File: src/sifhPkg.sv
package sifhPkg;

    localparam int BIN_BITS   = 6;                     // bin index width
    localparam int BIN_NUM    = 1 << BIN_BITS;         // 64 bins per histogram
    localparam int COUNT_BITS = 8;                     // per-bin counter width
    localparam int COUNT_MAX  = (1 << COUNT_BITS) - 1; // saturation point

    // bin index, taken from the low timestamp bits
    typedef logic [BIN_BITS-1:0] binT;

    // photon count stored in one bin
    typedef logic [COUNT_BITS-1:0] countT;

    // acquisition sequence of the controller
    typedef enum logic [2:0] {
        IDLE,   // waiting for start or readout request
        CLEAR,  // zeroing all bins
        ACCUM,  // accepting photon events
        DRAIN,  // letting the update pipeline finish
        SCAN,   // peak search over all bins
        READ    // single bin readout
    } ctrlStateT;

endpackage
File: src/sifhTop.sv
module sifhTop (
    input  logic            clk,
    input  logic            res,
    input  logic            start,
    input  logic            stop,
    input  logic            eventValid,
    input  sifhPkg::binT    eventBin,
    input  logic            rdReq,
    input  sifhPkg::binT    rdBin,
    output logic            ready,
    output logic            busy,
    output logic            rdValid,
    output sifhPkg::countT  rdCount,
    output logic            done,
    output sifhPkg::binT    peakBin,
    output sifhPkg::countT  peakCount
);
    import sifhPkg::*;

    logic  accumMode;
    logic  clrEn;
    logic  scanStart;
    logic  scanValid;
    logic  pipeBusy;
    logic  accWrEn;
    binT   maintAddr;
    binT   accRdAddr;
    binT   accWrAddr;
    countT accWrData;
    countT ramData;

    sifhControl uControl (
        .clk       (clk),
        .res       (res),
        .start     (start),
        .stop      (stop),
        .rdReq     (rdReq),
        .rdBin     (rdBin),
        .pipeBusy  (pipeBusy),
        .ready     (ready),
        .busy      (busy),
        .accumMode (accumMode),
        .clrEn     (clrEn),
        .scanStart (scanStart),
        .scanValid (scanValid),
        .rdValid   (rdValid),
        .done      (done),
        .maintAddr (maintAddr)
    );

    histRam uRam (
        .clk       (clk),
        .accumMode (accumMode),
        .accRdAddr (accRdAddr),
        .accWrAddr (accWrAddr),
        .maintAddr (maintAddr),
        .accWrEn   (accWrEn),
        .clrEn     (clrEn),
        .accWrData (accWrData),
        .rdData    (ramData)
    );

    binUpdate uUpdate (
        .clk        (clk),
        .res        (res),
        .eventValid (eventValid),
        .eventBin   (eventBin),
        .accept     (ready),
        .rdData     (ramData),
        .accRdAddr  (accRdAddr),
        .accWrAddr  (accWrAddr),
        .accWrEn    (accWrEn),
        .accWrData  (accWrData),
        .pipeBusy   (pipeBusy)
    );

    peakFinder uPeak (
        .clk       (clk),
        .res       (res),
        .scanStart (scanStart),
        .scanValid (scanValid),
        .rdData    (ramData),
        .peakBin   (peakBin),
        .peakCount (peakCount)
    );

    assign rdCount = ramData;   // meaningful while rdValid is high

endmodule

File: src/peakFinder.sv
module peakFinder (
    input  logic            clk,
    input  logic            res,
    input  logic            scanStart,
    input  logic            scanValid,
    input  sifhPkg::countT  rdData,
    output sifhPkg::binT    peakBin,
    output sifhPkg::countT  peakCount
);
    import sifhPkg::*;

    binT   idx;       // bin whose count is on rdData
    binT   maxBin;
    countT maxCount;
    logic  better;
    logic  lastIdx;

    assign better  = (rdData > maxCount);   // strict, lower bin keeps a tie
    assign lastIdx = (idx == binT'(BIN_NUM - 1));

    always_ff @(posedge clk or negedge res) begin
        if (!res) begin
            idx       <= '0;
            maxBin    <= '0;
            maxCount  <= '0;
            peakBin   <= '0;
            peakCount <= '0;
        end else if (scanStart) begin
            idx      <= '0;
            maxBin   <= '0;
            maxCount <= '0;
        end else if (scanValid) begin
            idx <= idx + 1'b1;
            if (better) begin
                maxBin   <= idx;
                maxCount <= rdData;
            end
            // result only moves once per scan
            if (lastIdx) begin
                peakBin   <= better ? idx : maxBin;
                peakCount <= better ? rdData : maxCount;
            end
        end
    end

endmodule

File: src/binUpdate.sv
module binUpdate (
    input  logic            clk,
    input  logic            res,
    input  logic            eventValid,
    input  sifhPkg::binT    eventBin,
    input  logic            accept,
    input  sifhPkg::countT  rdData,
    output sifhPkg::binT    accRdAddr,
    output sifhPkg::binT    accWrAddr,
    output logic            accWrEn,
    output sifhPkg::countT  accWrData,
    output logic            pipeBusy
);
    import sifhPkg::*;

    logic  take;      // event accepted into stage 1
    logic  s2Valid;
    binT   s2Bin;
    logic  fwdValid;  // a write happened in the previous cycle
    binT   fwdBin;
    countT fwdCount;
    countT oldCount;

    assign take      = eventValid && accept;
    assign accRdAddr = eventBin;   // stage 1 read, data returns next cycle

    always_ff @(posedge clk or negedge res) begin
        if (!res) begin
            s2Valid  <= 1'b0;
            fwdValid <= 1'b0;
        end else begin
            s2Valid  <= take;
            fwdValid <= accWrEn;
        end
    end

    always_ff @(posedge clk) begin
        s2Bin    <= eventBin;
        fwdBin   <= accWrAddr;
        fwdCount <= accWrData;
    end

    // RAM returns the pre-write value when the same bin was written last cycle
    always_comb begin
        if (fwdValid && (fwdBin == s2Bin)) begin
            oldCount = fwdCount;
        end else begin
            oldCount = rdData;
        end
    end

    always_comb begin
        if (oldCount == countT'(COUNT_MAX)) begin
            accWrData = oldCount;  // saturate
        end else begin
            accWrData = oldCount + 1'b1;
        end
    end

    assign accWrEn   = s2Valid;     // written at the end of stage 2
    assign accWrAddr = s2Bin;
    assign pipeBusy  = s2Valid;

endmodule

File: src/histRam.sv
module histRam (
    input  logic            clk,
    input  logic            accumMode,
    input  sifhPkg::binT    accRdAddr,
    input  sifhPkg::binT    accWrAddr,
    input  sifhPkg::binT    maintAddr,
    input  logic            accWrEn,
    input  logic            clrEn,
    input  sifhPkg::countT  accWrData,
    output sifhPkg::countT  rdData
);
    import sifhPkg::*;

    countT mem [BIN_NUM];

    binT   rdAddr;
    binT   wrAddr;
    logic  wrEn;
    countT wrData;

    // accumulation pipeline owns both ports while accumMode is high
    always_comb begin
        if (accumMode) begin
            rdAddr = accRdAddr;
            wrAddr = accWrAddr;
            wrEn   = accWrEn;
            wrData = accWrData;
        end else begin
            rdAddr = maintAddr;
            wrAddr = maintAddr;
            wrEn   = clrEn;
            wrData = '0;            // clear writes zero
        end
    end

    // read-first, old contents come out on an address clash
    always_ff @(posedge clk) begin
        if (wrEn) begin
            mem[wrAddr] <= wrData;
        end
        rdData <= mem[rdAddr];
    end

endmodule

File: src/sifhControl.sv
module sifhControl (
    input  logic          clk,
    input  logic          res,
    input  logic          start,
    input  logic          stop,
    input  logic          rdReq,
    input  sifhPkg::binT  rdBin,
    input  logic          pipeBusy,
    output logic          ready,
    output logic          busy,
    output logic          accumMode,
    output logic          clrEn,
    output logic          scanStart,
    output logic          scanValid,
    output logic          rdValid,
    output logic          done,
    output sifhPkg::binT  maintAddr
);
    import sifhPkg::*;

    ctrlStateT state;
    ctrlStateT nextState;
    binT       binCnt;   // shared by clear and scan, also holds readout bin
    logic      scanLast; // data of the last bin is on the read port
    logic      lastBin;

    assign lastBin = (binCnt == binT'(BIN_NUM - 1));

    always_comb begin
        nextState = state;
        case (state)
            IDLE: begin
                if (start) begin
                    nextState = CLEAR;  // start wins over a readout
                end else if (rdReq) begin
                    nextState = READ;
                end
            end
            CLEAR: begin
                if (lastBin) begin
                    nextState = ACCUM;
                end
            end
            ACCUM: begin
                if (stop) begin
                    nextState = DRAIN;
                end
            end
            DRAIN: begin
                if (!pipeBusy) begin
                    nextState = SCAN;
                end
            end
            SCAN: begin
                if (scanLast) begin
                    nextState = IDLE;   // last comparison happens now
                end
            end
            READ: begin
                nextState = IDLE;
            end
            default: begin
                nextState = IDLE;
            end
        endcase
    end

    always_ff @(posedge clk or negedge res) begin
        if (!res) begin
            state  <= IDLE;
            binCnt <= '0;
        end else begin
            state <= nextState;
            case (state)
                IDLE: begin
                    if (start) begin
                        binCnt <= '0;
                    end else if (rdReq) begin
                        binCnt <= rdBin;    // address for the readout
                    end
                end
                CLEAR, SCAN: begin
                    binCnt <= binCnt + 1'b1; // wraps to 0 after bin 63
                end
                DRAIN: begin
                    binCnt <= '0;           // scan begins at bin 0
                end
                default: begin
                    binCnt <= binCnt;
                end
            endcase
        end
    end

    // strobes aligned to the one cycle RAM read latency
    always_ff @(posedge clk or negedge res) begin
        if (!res) begin
            scanStart <= 1'b0;
            scanValid <= 1'b0;
            scanLast  <= 1'b0;
            rdValid   <= 1'b0;
            done      <= 1'b0;
        end else begin
            scanStart <= (state == DRAIN) && !pipeBusy;
            scanValid <= (state == SCAN) && !scanLast;
            scanLast  <= (state == SCAN) && lastBin;
            rdValid   <= (state == READ);
            done      <= (state == SCAN) && scanLast;
        end
    end

    assign ready     = (state == ACCUM);
    assign busy      = (state != IDLE);
    assign accumMode = (state == ACCUM) || (state == DRAIN); // pipeline still writes in drain
    assign clrEn     = (state == CLEAR);
    assign maintAddr = binCnt;

endmodule

File: config.mk
export PLATFORM = sky130hd
export DESIGN_NAME = sifhTop
export DESIGN_NICKNAME = d
export VERILOG_FILES = /design/src/sifhPkg.sv /design/src/sifhTop.sv /design/src/peakFinder.sv /design/src/binUpdate.sv /design/src/histRam.sv /design/src/sifhControl.sv
export SDC_FILE = /design/constraint.sdc
export NUM_CORES = 1
export LEC_CHECK = 0
export ABC_CLOCK_PERIOD_IN_PS = 5750
export BUFFER_PORTS_ARGS = -buffer_cell sky130_fd_sc_hd__buf_2
export CORE_ASPECT_RATIO = 2
export CORE_MARGIN = 2
export CORE_UTILIZATION = 55
export CTS_CLUSTER_DIAMETER = 40
export DETAILED_ROUTE_END_ITERATION = 6
export GPL_ROUTABILITY_DRIVEN = 0
export HOLD_SLACK_MARGIN = 0.05
export PLACE_DENSITY = 0.73
export SYNTH_ARGS = -nofsm -noshare
export SYNTH_HDL_FRONTEND = slang
export SYNTH_SLANG_ARGS = --single-unit
File: constraint.sdc
create_clock -name clk -period 5.75 [get_ports clk]
set_input_delay 0.575 -clock clk [delete_from_list [all_inputs] [get_ports clk]]
set_output_delay 0.575 -clock clk [all_outputs]
set_load 0.02 [all_outputs]
* Word level (Yosys, flattened, before mapping)
Memory sizes are Yosys's and may differ from the RTL's. A register that Yosys moved wholly into a read port is not among the register bits. Cells that the tools add are included.
Word-level totals: bits in registers 70, bits in writable memories 512, input bits 18, logic and storage cells 80, memories 1
Memory list:
- uRam.mem | depth 64, bits a word 8, rd ports 1, clocked after memory_dff 1, write ports 1, line histRam.sv:14 | countT mem [BIN_NUM];
Cells by class: add/sub/neg operators 3, magnitude comparators 1, equal/unequal tests 14, multiplexer cells 26, bitwise gates (word level) 1, reduce and logical (&&, ||, !) cells 17
Operator list (number):
- 6-bit two-way mux | 9
- 8-bit two-way mux | 6
- 3-bit two-way mux | 6
- 6-bit one-hot mux with 3 select lines | 1
- 3-bit one-hot mux with 5 select lines | 1
- 6-bit by 1-bit adder with 6-bit output (second input constant) | 2
- 6-bit equality test (second input constant) | 2
- 8-bit by 1-bit adder with 8-bit output (second input constant) | 1
- 8-bit equality test (second input constant) | 1
- 8-bit > comparator | 1
- 3-bit by 2-bit equality test with 1-bit output (second input constant) | 2
- 3-bit equality test (second input constant) | 2
- 6-bit equality test | 1
- 1-bit logical AND | 6
- 2-bit != test (second input constant) | 3
- 3-bit nonzero test | 2
- 5-bit AND reduction | 1
- 3-bit by 1-bit equality test with 1-bit output (second input constant) | 1
- 3-bit logical NOT | 1
- 1-bit two-way mux | 3
- 3-bit != test (second input constant) | 1
- 3-bit AND reduction | 1
- 1-bit logical NOT | 2
- 2-bit by 1-bit != test with 1-bit output (second input constant) | 1
- 5 further kinds | 5

* Depth between registers and ports, before layout
Gate-level depths: netlist of the first run.
word-level depth 6, mapped depth 11, gate-level depth less buffers 9

* Hierarchy
From an unflattened synthesis of the first run, not the netlist that was laid out.
Second synthesis, totals: cell total of the unflattened synthesis 2385, area, all modules 27487.6 um^2
By module, submodules not included:
- histRam | instances 1, cells each 2023, area each 23959.2 um^2, sequential area each 15534.9 um^2
- peakFinder | instances 1, cells each 185, area each 1783.0 um^2, sequential area each 850.8 um^2
- binUpdate | instances 1, cells each 94, area each 957.2 um^2, sequential area each 450.4 um^2
- sifhControl | instances 1, cells each 83, area each 788.3 um^2, sequential area each 350.3 um^2

* Worst setup path before layout of the first run
OpenSTA, ideal clock, no wires.
path kind register -> register, start register uUpdate.s2Bin[3] (netlist: uUpdate.accWrAddr[3]), end memory uRam.mem[0][1] (netlist name), data pin, arrival 4.362 ns, slack 0.706 ns, cell stages (with the launch flop) 9, clock period less this slack 5.044 ns, cells stage by stage dfxtp_1 xor2_1 or3_1 buf_6 nor2_8 mux2i_1 nor4b_4 o22a_1 nor3_1
On the way: cells in the longest elaborated chain, start to end 6, elaborated cells between the ends (all ways) 7, those cells by class add/sub (1); eq/ne (2); mux (3); reduce/logical (1)
RTL lines:
- from (decl) | line binUpdate.sv:18 | binT s2Bin;
- from (signal assigned) | line binUpdate.sv:38 | s2Bin <= eventBin;
- 6-bit equality test * | line binUpdate.sv:45 | if (fwdValid && (fwdBin == s2Bin)) begin
- 1-bit logical AND * | line binUpdate.sv:45
- 8-bit two-way mux * | line binUpdate.sv:45
- 8-bit by 1-bit adder with 8-bit output / 8-bit equality test (equally long branches) | line binUpdate.sv:56, binUpdate.sv:53
- 8-bit two-way mux * | line binUpdate.sv:53 | if (oldCount == countT'(COUNT_MAX)) begin
- 8-bit two-way mux * | line histRam.sv:23 | if (accumMode) begin
- named net uRam.wrData[1] | line histRam.sv:19 | countT wrData;
- to (decl) | line histRam.sv:14
Mark *: on every way through the listed nets, which the timed path passes. The rest lies on a longest branch.

* Worst setup path after layout of the first run
start register uControl.state[1], end register uRam.rdData[6], read port of uRam.mem
On the way: cells in the longest elaborated chain, start to end 3, elaborated cells between the ends (all ways) 4, those cells by class eq/ne (2); mux (1); reduce/logical (1)
RTL lines:
- from (decl) | line sifhControl.sv:21 | ctrlStateT state;
- from (signal assigned) | line sifhControl.sv:73 | state <= nextState;
- 3-bit by 2-bit equality test with 1-bit output | line sifhControl.sv:114 | assign accumMode = (state == ACCUM) || (state == DRAIN);
- 1-bit logical OR * | line sifhControl.sv:114
- 6-bit two-way mux * | line histRam.sv:23
- to (decl) | line histRam.sv:10 | output sifhPkg::countT rdData
Mark *: on every way between the ends. The rest lies on a longest branch, timed or not. A chain may end at the register's enable or synchronous reset.

==> results by stage, run 1 <==
Placed design:
- Input and output buffers added on the ports amount to between 40 and 50.
- Detailed placement finished with a half-perimeter wire length of 35.0 mm.

Yosys:
- Synthesis handed over a netlist of 1,278 instances.
- The number of nets in the synthesized netlist is between 1k and 1.5k.
- Summing the sequential cell areas from Yosys gives around three quarters of the chip area.
- Counting distinct cell types in the post-synthesis netlist gives between 50 and 60.
- After synthesis, the share of flip-flops with an asynchronous set or reset is about 8.5%.
- The compound-cell area share of the yosys netlist is around 4.6%.
- Of the total synthesized cell area, the portion taken by AND, OR, NAND and NOR gates is approximately 5.4%.
- The synthesized area divided by synthesized cell count is about 18 sq um.
- The share of synthesized cell area in full adder, half adder and majority cells is less than 1%.
- In the synthesized netlist the dominant register cell turns out to be sky130_fd_sc_hd__edfxtp_1.
- Summing every instance area after synthesis gives roughly 23,000 sq um.
- The xor-xnor portion of the synthesized cell area is 0.375%.
- In the synthesized netlist, mux cells make up between 10 and 15% of the area.
- By area, the combinational part of the netlist is dominated by multiplexers.
- Synthesis inferred 590 register bits.
- The count of warnings emitted by yosys is 0.
- The number of flops mapped to enable cells by yosys is ~510.

Global routing:
- Global routing consumed, on the met1 layer, 27.9% of the routing resources.
- The met3 capacity usage during global routing is between 2 and 3%.
- The number of global-route vias before repair was 12.7k.
- The global-route wire length before repair is 80.2 mm.
- The global routing stage identified its most utilized layer as met2.
- The total overflow left after global routing is 0.
- The met2 demand-to-capacity share in global routing is between 40% and 50%.
- The pin count of the biggest net entering global routing is a little under 100.
- Global routing used around a quarter of the available tracks.
- The initial antenna violation count was 0.

Clock tree:
- The number of buffers created by CTS is 47.
- The total number of H-tree levels is 2.
- In this run the deepest clock path goes through 3 buffers.
- The number of gates resized after cts is 0.
- The clock insertion delay at the later pin of the skew report is slightly below 600 ps.
- The post-CTS clock slew at the launch and capture registers of the worst setup and hold paths is approximately 70 ps.
- The root buffer cell chosen for the clock tree is sky130_fd_sc_hd__clkbuf_16.
- Buffers added to address setup during post-CTS repair amount to 0.
- Buffers inserted to repair hold after CTS numbered 0.
- The clock tree from TritonCTS is yes.
- The clock sink count is 590.

Die:
- The die width is 150 microns.
- In this run the vertical extent of the chip is 295 microns.
- Row generation in the floorplan step produced approximately 110 rows.
- The die footprint is roughly 44,000 sq um.
- The initial utilization of the core area, before any placement, comes to roughly 56%.
- The total I/O pin count is 44.
- The total area inside the core boundary comes to 41,900 sq um.

Power:
- The worst IR drop on VDD is approximately 0.5 mV.
- The power density over the cells is 522 nW/um^2.
- For this design the static power due to leakage is between 8 and 9 nW.

Finish:
- The antenna cell count is 0.
- Leaving out fill and tap cells, the most frequent cell in the layout is sky130_fd_sc_hd__edfxtp_1.
- The share of final-layout standard cells stronger than drive strength 1 is about a fifth.
- The area added between synthesis and finish is 10.3%.
- In the layout the commonest cells are sky130_fd_sc_hd__edfxtp_1 (512), sky130_fd_sc_hd__mux4_2 (128), sky130_fd_sc_hd__nor2_1 (119).
- The count of nets after finishing is between 1k and 1.5k.
- The final design utilization is 61.5%.

Drt:
- Using the TritonRoute via totals, the vias-per-cell ratio works out to 6.40.
- The final routed DRC violation total is 0.
- The starting DRC count in detailed routing is between 1k and 1.5k.
- Once detail routing completed, the nets flagged for antenna violations numbered 0.
- Summed over all layers, the routed wires come to between 50 and 60 mm.
- The overall via count from detail_route is 12.2k.
- The average wire per standard cell is 28.3 microns.
- The length of the first detailed-routing pass in iterations is 7.

Job:
- The tool flagged a number of max-cap violations equal to 0.

Critical path:
- The type of element capturing the critical path is a flip-flop.
- Along the worst path, the maximum fanout reaches 96.
- STA puts the critical path data required time at 6200 ps.
- The class of the most critical setup path is reg -> reg.
- STA classifies the critical path startpoint as a flip-flop.
- Data arrives at the worst endpoint at about 5000 ps.

STA:
- Setup repair after global routing left no endpoint under its margin.
- The setup clock skew after layout is 27.4 ps.
- The number of pins exceeding their max-slew limit in the final report came to 0.
- At the pin with the least slew margin, the transition time is 1270 ps.
- The final setup TNS is 0 ps.
- The final number of hold-violating endpoints was 0.
- The relative max-transition margin is roughly 15%.
- Setup violations remaining at the end of the flow were counted as 0.
- The period utilization is 78.0%.
- The fmax is 223 MHz.
- Subtracting the final worst setup slack from the clock period gives around 4500 ps.

Run status:
- The flow ran to the end, and the final reports show no timing, DRC or antenna violations.

Min path:
- In this run the worst hold path is classified as in -> reg.
## layout make-up
cell class / count / area (sq um)
sequential: 590 / 17200
timing repair buffer: 60 / 380
multi-input combinational: 610 / 5970
fill: 2901 / 16100
clock inverter: 27 / 287
inverter: 15 / 56.3
clock buffer: 58 / 1220
tap: 540 / 676
## cells in the mapped netlist, types with 7 or more instances
library cell | n | area, sq um
sky130_fd_sc_hd__a21o_1 | 7 | 52.6
sky130_fd_sc_hd__dfrtp_1 | 50 | 1250
sky130_fd_sc_hd__edfxtp_1 | 512 | 15400
sky130_fd_sc_hd__a222oi_1 | 32 | 320
sky130_fd_sc_hd__nor2_1 | 120 | 450
sky130_fd_sc_hd__nand2_1 | 66 | 248
sky130_fd_sc_hd__o21ai_0 | 21 | 105
sky130_fd_sc_hd__nand2b_1 | 9 | 56.3
sky130_fd_sc_hd__or3_1 | 8 | 50.1
sky130_fd_sc_hd__a21oi_1 | 64 | 320
sky130_fd_sc_hd__buf_4 | 8 | 60.1
sky130_fd_sc_hd__nor3_1 | 10 | 50.1
sky130_fd_sc_hd__inv_1 | 15 | 56.3
sky130_fd_sc_hd__o31ai_1 | 7 | 52.6
sky130_fd_sc_hd__mux4_2 | 128 | 2880
sky130_fd_sc_hd__and4_1 | 9 | 78.8
sky130_fd_sc_hd__mux2i_1 | 35 | 350
sky130_fd_sc_hd__clkbuf_1 | 33 | 124
sky130_fd_sc_hd__ha_1 | 10 | 125
sky130_fd_sc_hd__dfxtp_1 | 28 | 561
sky130_fd_sc_hd__buf_2 | 16 | 80.1
sky130_fd_sc_hd__and2_1 | 8 | 50.1
## worst max-delay path: stages (launching register included)
cell and delay (ps):
sky130_fd_sc_hd__dfrtp_1 680, sky130_fd_sc_hd__nor2b_2 240, sky130_fd_sc_hd__buf_4 350, sky130_fd_sc_hd__mux2i_4 310, sky130_fd_sc_hd__buf_12 600, sky130_fd_sc_hd__mux4_2 610
sky130_fd_sc_hd__a222oi_1 950, sky130_fd_sc_hd__nand2_1 240, sky130_fd_sc_hd__and4_1 260
## state kept, by name, summed over array words and instances (netlist names)
| name | cells |
|---|---|
| uControl.done | 1 |
| uUpdate.accWrEn | 1 |
| uControl.scanStart | 1 |
| uUpdate.accWrAddr | 6 |
| uControl.rdValid | 1 |
| uPeak.peakCount | 8 |
| uRam.rdData | 8 |
| uRam.mem | 512 |
| uControl.scanValid | 1 |
| uUpdate.fwdValid | 1 |
| uPeak.maxBin | 6 |
| uPeak.idx | 6 |
| uControl.state | 3 |
| uPeak.maxCount | 8 |
| uControl.scanLast | 1 |
| uUpdate.fwdCount | 8 |
| uControl.maintAddr | 6 |
| uUpdate.fwdBin | 6 |
| uPeak.peakBin | 6 |
## path summary, 6_finish.rpt
kind / cells past startpoint / start / to / slack [ps]
worst max-delay path: 8 / uControl.state[1]$_DFFE_PN0P_ / uRam.rdData[6]$_DFF_P_ / 1260
worst min-delay path: 1 / eventBin[5] / uUpdate.accWrAddr[5]$_DFF_P_ / 150
worst max register to register: 8 / uControl.state[1]$_DFFE_PN0P_ / uRam.rdData[6]$_DFF_P_ / 1260
worst min register to register: 0 / uUpdate.accWrAddr[5]$_DFF_P_ / uUpdate.fwdBin[5]$_DFF_P_ / 420
max in group asynchronous: 1 / res / uPeak.maxCount[7]$_DFFE_PN0P_ / 4790
min in group asynchronous: 1 / res / uControl.state[0]$_DFFE_PN0P_ / 210
## cells by family after synthesis
family	after synthesis
AO/OA/AOI/OAI	159
XOR/XNOR	10
adder cells (fa/ha/maj)	10
buffers and inverters	78
flip-flops	590
multiplexers	165
AND/OR/NAND/NOR	266
## per-stage QoR
stage / power (mW) / area (sq um) / hold slack, ps / setup WS (ps) / cells
5_1_grt: 13.9 / 25800 / 128 / 1100 / 1900
4_1_cts: 13.5 / 25800 / 126 / 1250 / 1900
3_5_place_dp: 10.3 / 24300 / 397 / 1280 / 1815
2_1_floorplan: 8.65 / 23400 / 279 / 706 / 1278
3_3_place_gp: 10.2 / 24300 / 405 / 1330 / 1815
6_report: 13.4 / 25800 / 151 / 1260 / 1900
## report_power, final
group | switching, mW | total, mW | internal [mW]
clock network | 1.45 | 3.24 | 1.79
registers | 0.247 | 5.74 | 5.49
logic | 2.89 | 4.46 | 1.57
total | 4.59 | 13.4 | 8.85
## routing by layer
metal	part of all wire, %	vias up	routed length, microns
li1	-	5224	-
met1	34	6257	18000
met2	54	531	29200
met3	5.4	146	2880
met4	6.6	0	3560
met5	0	-	0
Note: power is estimated with default switching activity, not from simulation.
==> run 2, diff against run 1 <==
--- a/config.mk
+++ b/config.mk
@@ -5,7 +5,8 @@
 export SDC_FILE = /design/constraint.sdc
 export NUM_CORES = 1
 export LEC_CHECK = 0
-export ABC_CLOCK_PERIOD_IN_PS = 5750
+export ABC_AREA = 1
+export ABC_CLOCK_PERIOD_IN_PS = 4370
 export BUFFER_PORTS_ARGS = -buffer_cell sky130_fd_sc_hd__buf_2
 export CORE_ASPECT_RATIO = 2
 export CORE_MARGIN = 2
==> constraint.sdc (replaced) <==
create_clock -name clk -period 4.37 [get_ports clk]
set_input_delay 0.437 -clock clk [delete_from_list [all_inputs] [get_ports clk]]
set_output_delay 0.437 -clock clk [all_outputs]
set_load 0.02 [all_outputs]
==> run 2 against run 1 <==
- wire length up 26%
- sequential power up 24%
- via count up 55%
- combinational power up 110%
- sequential share of layout area down 7.7 points
- largest cell class unchanged
- synthesized cell count up 110%
- critical path depth down 1
- largest power group is now combinational logic
- setup slack worse by 580 ps
==> results by stage, run 2 <==
Global routing:
- The number of global-route vias before repair is around 19k.
- The remaining global-route overflow is 0.
- The first global-routing pass estimated between 100 and 150 mm of wire.
- The pin count of the biggest net entering global routing is 87.
- The total global routing track utilization is roughly 27%.
- The initial antenna violation count was 0.

Clock tree:
- TritonCTS built the clock tree.
- The post-CTS clock slew at the launch and capture registers of the worst setup and hold paths is approximately 70 ps.
- The number of setup buffers added after CTS is 0.
- CTS saw between 500 and 600 sinks.
- The number of buffers created by CTS is 49.
- The tree is rooted in a sky130_fd_sc_hd__clkbuf_16.
- The clock reaches the later pin of the worst-skew pair after around 600 ps.
- The total number of H-tree levels is 2.
- The largest buffer count on any clock path is 3.

Yosys:
- The post-synth net total is between 2k and 3k.
- The share of synthesized area occupied by flip-flops and latches is between 60% and 70%.
- The most frequent cell after synthesis is sky130_fd_sc_hd__nand2_1.
- The largest total area in the synthesized netlist belongs to sky130_fd_sc_hd__edfxtp_1.
- The most used flip-flop cell after synthesis is sky130_fd_sc_hd__edfxtp_1.
- After synthesis, the cell types taking the most area are sky130_fd_sc_hd__edfxtp_1 (58%), sky130_fd_sc_hd__nand3_1 (11%), sky130_fd_sc_hd__nand2_1 (8.4%).
- Yosys mapped the design onto 45 distinct sky130hd cell types.
- The synthesized netlist occupies a cell area of roughly 26,000 sq um.
- The synthesized area divided by synthesized cell count is between 9 and 10 sq um.
- Counting flops with an async set or reset pin after synthesis yields a share of under 10%.
- In this run the biggest area consumer among cell types represents 58.2% of the synthesized area.
- The number of flops mapped to enable cells by yosys is 512.
- Synthesis inferred between 500 and 600 register bits.
- The commonest cells after synthesis are sky130_fd_sc_hd__nand2_1 (590), sky130_fd_sc_hd__nand3_1 (562), sky130_fd_sc_hd__inv_1 (554).
- Counting every instance in the synthesized netlist gives between 2k and 3k.
- The count of warnings emitted by yosys is 0.

Drt:
- For this block, the routed nets add up to around 68 mm of wire.
- The final routed DRC violation total is 0.
- The via density per instance is roughly 5.5.
- The length of the first detailed-routing pass in iterations is 6.
- The overall via count from detail_route is roughly 19k.
- The average wire per standard cell is around 20 microns.
- The number of routed nets with antenna violations is 0.
- In this run, the number of DRC markers left after iteration 0 of detailed routing was 1,964.

STA:
- The final hold slack is ~46 ps.
- The total of endpoints with negative setup slack in the final report is 0.
- Setup slack closes at 689 ps.
- Based on the critical path, the design can be clocked at up to 272 MHz.
- For the pin with the worst max-slew slack, the measured transition is between 1000 and 1500 ps.
- The final number of hold-violating endpoints is 0.
- Setup repair after global routing left no endpoint under its margin.
- The relative max-transition margin is 23.6%.
- The worst path uses a little over four fifths of the clock period.
- The setup clock skew after layout is 23.2 ps.
- The number of pins exceeding their max-slew limit in the final report came to 0.
- The final setup TNS is 0 ps.
- The smallest clock period supported by the final layout is computed as around 3700 ps.

Power:
- Combinational logic burns approximately 44% of the power.
- The internal cell power is around 12 mW.
- The reported net switching power is 8.99 mW.
- The net switching share of the total power is roughly 43%.
- The part of the power in the clock network is 21.2%.
- The share of total power dissipated in sequential elements is around a third.
- Across the VDD grid, the largest voltage drop is 0.485 mV.
- In this run the static leakage power is between 10 and 15 nW.
- Power spread over the standard cell area amounts to between 700 and 800 nW/um^2.

Placed design:
- The number of buffer cells added on primary ports is 43.
- The placed wire-length estimate is 43.9 mm.
- Before CTS, the worst setup slack after placement is roughly 770 ps.

Critical path:
- The type of element capturing the critical path is a flip-flop.
- At the worst endpoint, the arrival time is between 3000 and 4000 ps.
- The critical path is of the reg -> reg type.
- STA classifies the critical path startpoint as a flip-flop.
- For the worst setup path, the data required time is roughly 4600 ps.
- The maximum fanout along the worst path is 17.
- The worst-case register-to-register setup slack is 690 ps.
- The path depth of the worst reg2reg path is 7.

Job:
- The number of max-cap violations is 0.

Finish:
- The largest register by flop count is uRam.mem.
- The layout has around 3.7k filler cells.
- The repair_antennas step left the layout with diodes totalling 0.
- Relative to the synthesized area, the layout overhead comes to 10.3%.
- Cells fill 61.3% of the core in the end.
- The flip-flop count of the largest register after layout is 512.
- The count of nets after finishing is 2,744.
- The post-route netlist has approximately 8% of its cells at a drive strength greater than 1.
- The commonest non-fill, non-tap cell in the layout is sky130_fd_sc_hd__nand2_1.
- In the layout the commonest cells are sky130_fd_sc_hd__nand2_1 (588), sky130_fd_sc_hd__nand3_1 (561), sky130_fd_sc_hd__inv_1 (553).

Die:
- The die footprint is around 50,000 sq um.
- The chip height is approximately 310 microns.
- The number of placement rows is about 110.
- The die width is approximately 160 microns.
- Once the floorplan was initialized, standard cells occupied 55.6% of the core.
- The core area is about 48,000 sq um.
- Pin placement for this block handled 44 I/O pins.

Min path:
- The path category of the worst min-delay check is in -> async.

Run status:
- The run finished with clean final reports.
run 2: changes by cell type after synthesis, sizes merged, moves of 11 or more:
cell / before / now
a21oi: 64 / 30
inv: 15 / 559
buf: 29 / 97
mux2i: 36 / 0
nor2: 122 / 105
nand2: 66 / 597
nand3: 6 / 566
o21ai: 22 / 33
clkbuf: 34 / 23
o22ai: 0 / 16
a222oi: 32 / 0
mux4: 128 / 0
run 2: metal layers:
| metal | up-vias | global-route usage [%] | routed length [microns] |
|---|---|---|---|
| met1 | 8869 | 27.4 | 22200 |
| met3 | 292 | 4.08 | 4550 |
| met2 | 886 | 49.6 | 35300 |
| li1 | 8761 | - | - |
| met5 | - | 0 | 0 |
| met4 | 0 | 20.9 | 5720 |
run 2: final cells by class:
cell class | count | area, sq um | area share (%)
inverters | 561 | 2110 | 7.23
well taps | 632 | 791 | 2.71
clock inverters | 32 | 274 | 0.940
multi-input cells | 1404 | 6590 | 22.6
flip-flops and latches | 590 | 17200 | 59.0
repair buffers | 110 | 858 | 2.95
clock buffers | 60 | 1330 | 4.56
run 2: what timing repair did:
action	in CTS	in global routing
hold endpoints to repair	6	0
hold buffers	6	0
setup endpoints to repair	0	0
resized for setup	0	0
run 2: kinds of logic after synthesis:
kind of cell               share of synthesized area, %
AOI/OAI and AO/OA                                  2.05
DFF                                                65.1
buffers and inverters                              10.4
xor gates and xnor gates                          0.166
and+or+nand+nor                                    21.8
adders and majority gates                         0.474
run 2: power groups by stage:
stage / clock [mW] / combinational, mW / sequential (mW)
after global placement: 0 / 8.75 / 7.23
after global routing: 4.61 / 9.87 / 7.15
final: 4.38 / 9.16 / 7.13
after floorplan: 0 / 6.01 / 7.24
after CTS: 4.41 / 8.96 / 7.13
after detailed placement: 0 / 8.92 / 7.25
run 2: final timing paths:
| check | start | end |
|---|---|---|
| min in group clk | eventBin[0] | uUpdate.accWrAddr[0]$_DFF_P_ |
| max in group asynchronous | res | uPeak.peakCount[4]$_DFFE_PN0P_ |
| worst min-delay path | res | uControl.maintAddr[5]$_DFFE_PN0P_ |
| worst max register to register | uControl.state[0]$_DFFE_PN0P_ | uRam.mem[27][7]$_DFFE_PP_ |
| worst min register to register | uUpdate.accWrAddr[3]$_DFF_P_ | uUpdate.fwdBin[3]$_DFF_P_ |
| worst max-delay path | uControl.state[0]$_DFFE_PN0P_ | uRam.mem[27][7]$_DFFE_PP_ |
run 2: worst max-delay path: stages, from the launching register on:
cell,delay (ps)
sky130_fd_sc_hd__dfrtp_1,470
sky130_fd_sc_hd__nor2_2,270
sky130_fd_sc_hd__nand2_4,150
sky130_fd_sc_hd__nand2_8,170
sky130_fd_sc_hd__inv_2,220
sky130_fd_sc_hd__o21ai_0,800
sky130_fd_sc_hd__nand3_1,540
sky130_fd_sc_hd__nor2_1,670
run 2: stage by stage:
stage | cell area [sq um] | instances | total power [mW]
detailed placement | 27500 | 3291 | 16.2
global placement | 27500 | 3291 | 16.0
CTS | 29100 | 3389 | 20.5
finish | 29100 | 3389 | 20.7
floorplan | 26400 | 2675 | 13.2
global route | 29100 | 3389 | 21.6
==> run 3, diff against run 2 <==
--- a/config.mk
+++ b/config.mk
@@ -6,7 +6,7 @@
 export NUM_CORES = 1
 export LEC_CHECK = 0
 export ABC_AREA = 1
-export ABC_CLOCK_PERIOD_IN_PS = 4370
+export ABC_CLOCK_PERIOD_IN_PS = 3300
 export BUFFER_PORTS_ARGS = -buffer_cell sky130_fd_sc_hd__buf_2
 export CORE_ASPECT_RATIO = 2
 export CORE_MARGIN = 2
@@ -15,7 +15,7 @@
 export DETAILED_ROUTE_END_ITERATION = 6
 export GPL_ROUTABILITY_DRIVEN = 0
 export HOLD_SLACK_MARGIN = 0.05
-export PLACE_DENSITY = 0.73
+export PLACE_DENSITY = 0.76
 export SYNTH_ARGS = -nofsm -noshare
 export SYNTH_HDL_FRONTEND = slang
 export SYNTH_SLANG_ARGS = --single-unit
==> constraint.sdc (replaced) <==
create_clock -name clk -period 3.3 [get_ports clk]
set_input_delay 0.33 -clock clk [delete_from_list [all_inputs] [get_ports clk]]
set_output_delay 0.33 -clock clk [all_outputs]
set_load 0.02 [all_outputs]
==> run 3 against run 2 <==
- wire length increased by 4.2%
- power increased by 33%
- critical endpoint is now uRam.rdData[0]$_DFF_P_
- highest routed layer unchanged
- combinational power increased by 38%
- global-route usage increased by 1.4 points
==> results by stage, run 3 (same netlist as run 2, synthesis figures left out) <==
Drt:
- The routed design has just over 70 mm of wire.
- The via density per instance is ~5.7.
- The final routed DRC violation total is 0.
- The average wire per standard cell is 20.5 microns.
- The first routing iteration left around 2.1k violations.
- Wire segments on met2 add up to around 36 mm in the final route.
- The length of routed wiring on met1 is 23.2 mm.
- For this block, the via count after detailed routing is 19.5k.
- The detailed route wirelength on metal3 is between 5 and 6 mm.
- The number of routed nets with antenna violations is 0.
- The first detailed-routing pass took 6 iterations.
- The highest signal layer in the routed design is met4.

Finish:
- The number of antenna diodes in the final layout is 0.
- The post-layout instance area is 29,500 sq um.
- The commonest non-fill, non-tap cell in the layout is sky130_fd_sc_hd__nand2_1.
- The number of inserted filler cells in the final layout is about 3.6k.
- In the layout the commonest cells are sky130_fd_sc_hd__nand2_1 (588), sky130_fd_sc_hd__nand3_1 (561), sky130_fd_sc_hd__inv_1 (553).
- The register with the most flip-flops in the layout has between 500 and 600 of them.
- The share of final-layout standard cells stronger than drive strength 1 is a little under a tenth.
- In the final design database the tool counted ~2.8k nets.
- The register with the most flip-flops in the final layout is uRam.mem.
- Once layout is complete, the utilization of the core stands at slightly above 60%.
- The area added between synthesis and finish is 11.9%.

Critical path:
- The path depth of the worst reg2reg path is 14.
- In this design, the largest share of critical-path delay is due to simple AND/OR/NAND/NOR gates.
- The critical path goes through nor2_2, nand2_4, nand2_8, nand2_2, nand2_8, buf_12, nand2_1, nand2_1, nand2_1, nand3_1, nand3_1, nand3_1, nand3_1, nand2_1.
- The delay contributed by the slowest stage of the critical path is between 400 and 500 ps.
- The standard cell with the maximum stage delay on the critical path is sky130_fd_sc_hd__dfrtp_1.
- The worst setup path is captured at a flip-flop.
- The critical path depth is 14.
- Together, buffers and inverters on the worst path number 1.
- The most critical setup path has its startpoint at uControl.state[0]$_DFFE_PN0P_.
- The maximum fanout along the worst path is about 60.
- The worst endpoint data arrival time is 3650 ps.
- The required time of the worst setup path is 3820 ps.
- STA classifies the critical path startpoint as a flip-flop.
- The start of the worst register-to-register path is uControl.state[0]$_DFFE_PN0P_.
- The worst setup path is of the reg -> reg kind.

STA:
- After layout, the worst path uses 94.8% of the clock period.
- For the pin with the worst max-slew slack, the measured transition is ~1300 ps.
- Measured against its own limit, the worst slew margin works out to between 10% and 20%.
- Hold timing on the final database bottoms out at a slack of between 80 and 90 ps.
- Across the routed clock network, the largest skew measured is 15.9 ps.
- Setup repair after global routing left no endpoint under its margin.
- The final setup TNS is 0 ps.
- The worst path in the final design needs a cycle of ~3100 ps, including I/O delays and setup.
- The number of pins exceeding their max-slew limit in the final report came to 0.
- The fmax is about 320 MHz.
- The final number of hold-violating endpoints is 0.
- Setup violations remaining at the end of the flow were counted as 0.

Min path:
- The min-delay analysis places its worst path in the category in -> reg.
- Along the worst hold path, the cell count comes to 3.
- The start point of the worst hold path is rdBin[1].

Die:
- The initialized floorplan defines about 110 standard-cell rows.
- The region available for standard cell placement spans 47,500 sq um.
- Measured along the y axis, the die boundary spans 314 microns.
- For this design the top-level I/O count stands at 44.
- In this run the horizontal extent of the chip is around 160 microns.
- For this configuration, the core starts out at a cell density of a little under three fifths.
- The die covers approximately 50,000 sq um.

Clock tree:
- Once the clock tree was built, the setup fixing pass inserted 0 buffers.
- The total number of H-tree levels is 2.
- The clock insertion delay at the later pin of the skew report is 590 ps.
- CTS placed an instance of sky130_fd_sc_hd__clkbuf_16 at the clock tree root.
- The clock tree from TritonCTS is yes.
- The largest buffer count on any clock path is 3.
- After clock tree synthesis, the clock-pin slew on the worst setup and hold paths is about 70 ps.
- In this run, CTS created clock tree buffers numbering 48.
- The clock sink count is 590.

Job:
- Max-cap violations in this run came to 0.

Placed design:
- The number of buffer cells added on primary ports is between 40 and 50.
- The placed wire-length estimate is between 40 and 50 mm.
- The post-placement cell area is 28,000 sq um.

Power:
- The worst IR drop on VDD is just under 0.8 mV.
- The static power due to leakage is around 13 nW.
- The power density over the cells is roughly 930 nW/um^2.

Global routing:
- After global routing the overflow that remains totals 0.
- Entering global routing, the biggest net connects around 110 pins.
- The initial antenna violation count was 0.
- The total global routing track utilization is around 28%.
- The global-route wire length before repair is 108 mm.
- The number of global-route vias before repair came to roughly 20k.

Run status:
- The flow ran to the end, and the final reports show no timing, DRC or antenna violations.
-- run 3: cell types whose count changed in the layout (fill, tap and decap cells not counted), sizes merged --
cell         before  now
inv             563  560
clkbuf           60   59
bufinv            3    1
clkinvlp          4    5
clkinv           23   21
dlygate4sd3       6   13
buf             104  156
-- run 3: repair_timing --
item	4_1_cts	5_1_grt
hold endpoints to repair	50	0
setup endpoints to repair	0	1
gates resized for setup	0	2
hold buffers	13	0
-- run 3: report_power, final --
group          switching (mW)  internal [mW]
clock network            2.58           2.81
logic                    9.12           3.45
registers               0.301           9.15
-- run 3: worst register-to-register path: stages, from the launching register on --
cell and delay (ps):
sky130_fd_sc_hd__dfrtp_1 470, sky130_fd_sc_hd__nor2_2 260, sky130_fd_sc_hd__nand2_4 140, sky130_fd_sc_hd__nand2_8 170, sky130_fd_sc_hd__nand2_2 130, sky130_fd_sc_hd__nand2_8 320, sky130_fd_sc_hd__buf_12 350, sky130_fd_sc_hd__nand2_1 120
sky130_fd_sc_hd__nand2_1 80, sky130_fd_sc_hd__nand2_1 50, sky130_fd_sc_hd__nand3_1 80, sky130_fd_sc_hd__nand3_1 140, sky130_fd_sc_hd__nand3_1 220, sky130_fd_sc_hd__nand3_1 350, sky130_fd_sc_hd__nand2_1 170
-- run 3: final timing paths --
kind	to	slack [ps]
worst max-delay path	uRam.rdData[0]$_DFF_P_	170
worst min-delay path	uControl.maintAddr[1]$_DFFE_PN0P_	80
worst max register to register	uRam.rdData[0]$_DFF_P_	170
worst min register to register	uUpdate.fwdBin[3]$_DFF_P_	360
max in group asynchronous	uPeak.peakCount[3]$_DFFE_PN0P_	2170
min in group asynchronous	uControl.maintAddr[1]$_DFFE_PN0P_	400
-- run 3: area by class of cell --
class	count	area [sq um]	area share [%]
clock buffers	59	1260	4.28
inverters	561	2110	7.13
well taps	632	791	2.68
multi-input cells	1404	6590	22.3
flip-flops and latches	590	17200	58.2
clock inverters	26	175	0.593
repair buffers	169	1430	4.84
-- run 3: per-stage QoR --
step | setup slack [ps] | std cells | total power [mW]
final | 173 | 3441 | 27.4
after global routing | 7.30 | 3441 | 28.7
after CTS | 238 | 3441 | 27.1
after detailed placement | 291 | 3343 | 21.8
after global placement | 378 | 3343 | 21.4
after floorplan | -565 | 2675 | 17.5
-- run 3: per-layer routing --
layer | up-vias | global-route usage, %
met5 | - | 0
met4 | 0 | 22.1
met3 | 350 | 4.93
met2 | 1000 | 50.7
met1 | 9240 | 29.5
li1 | 8873 | -
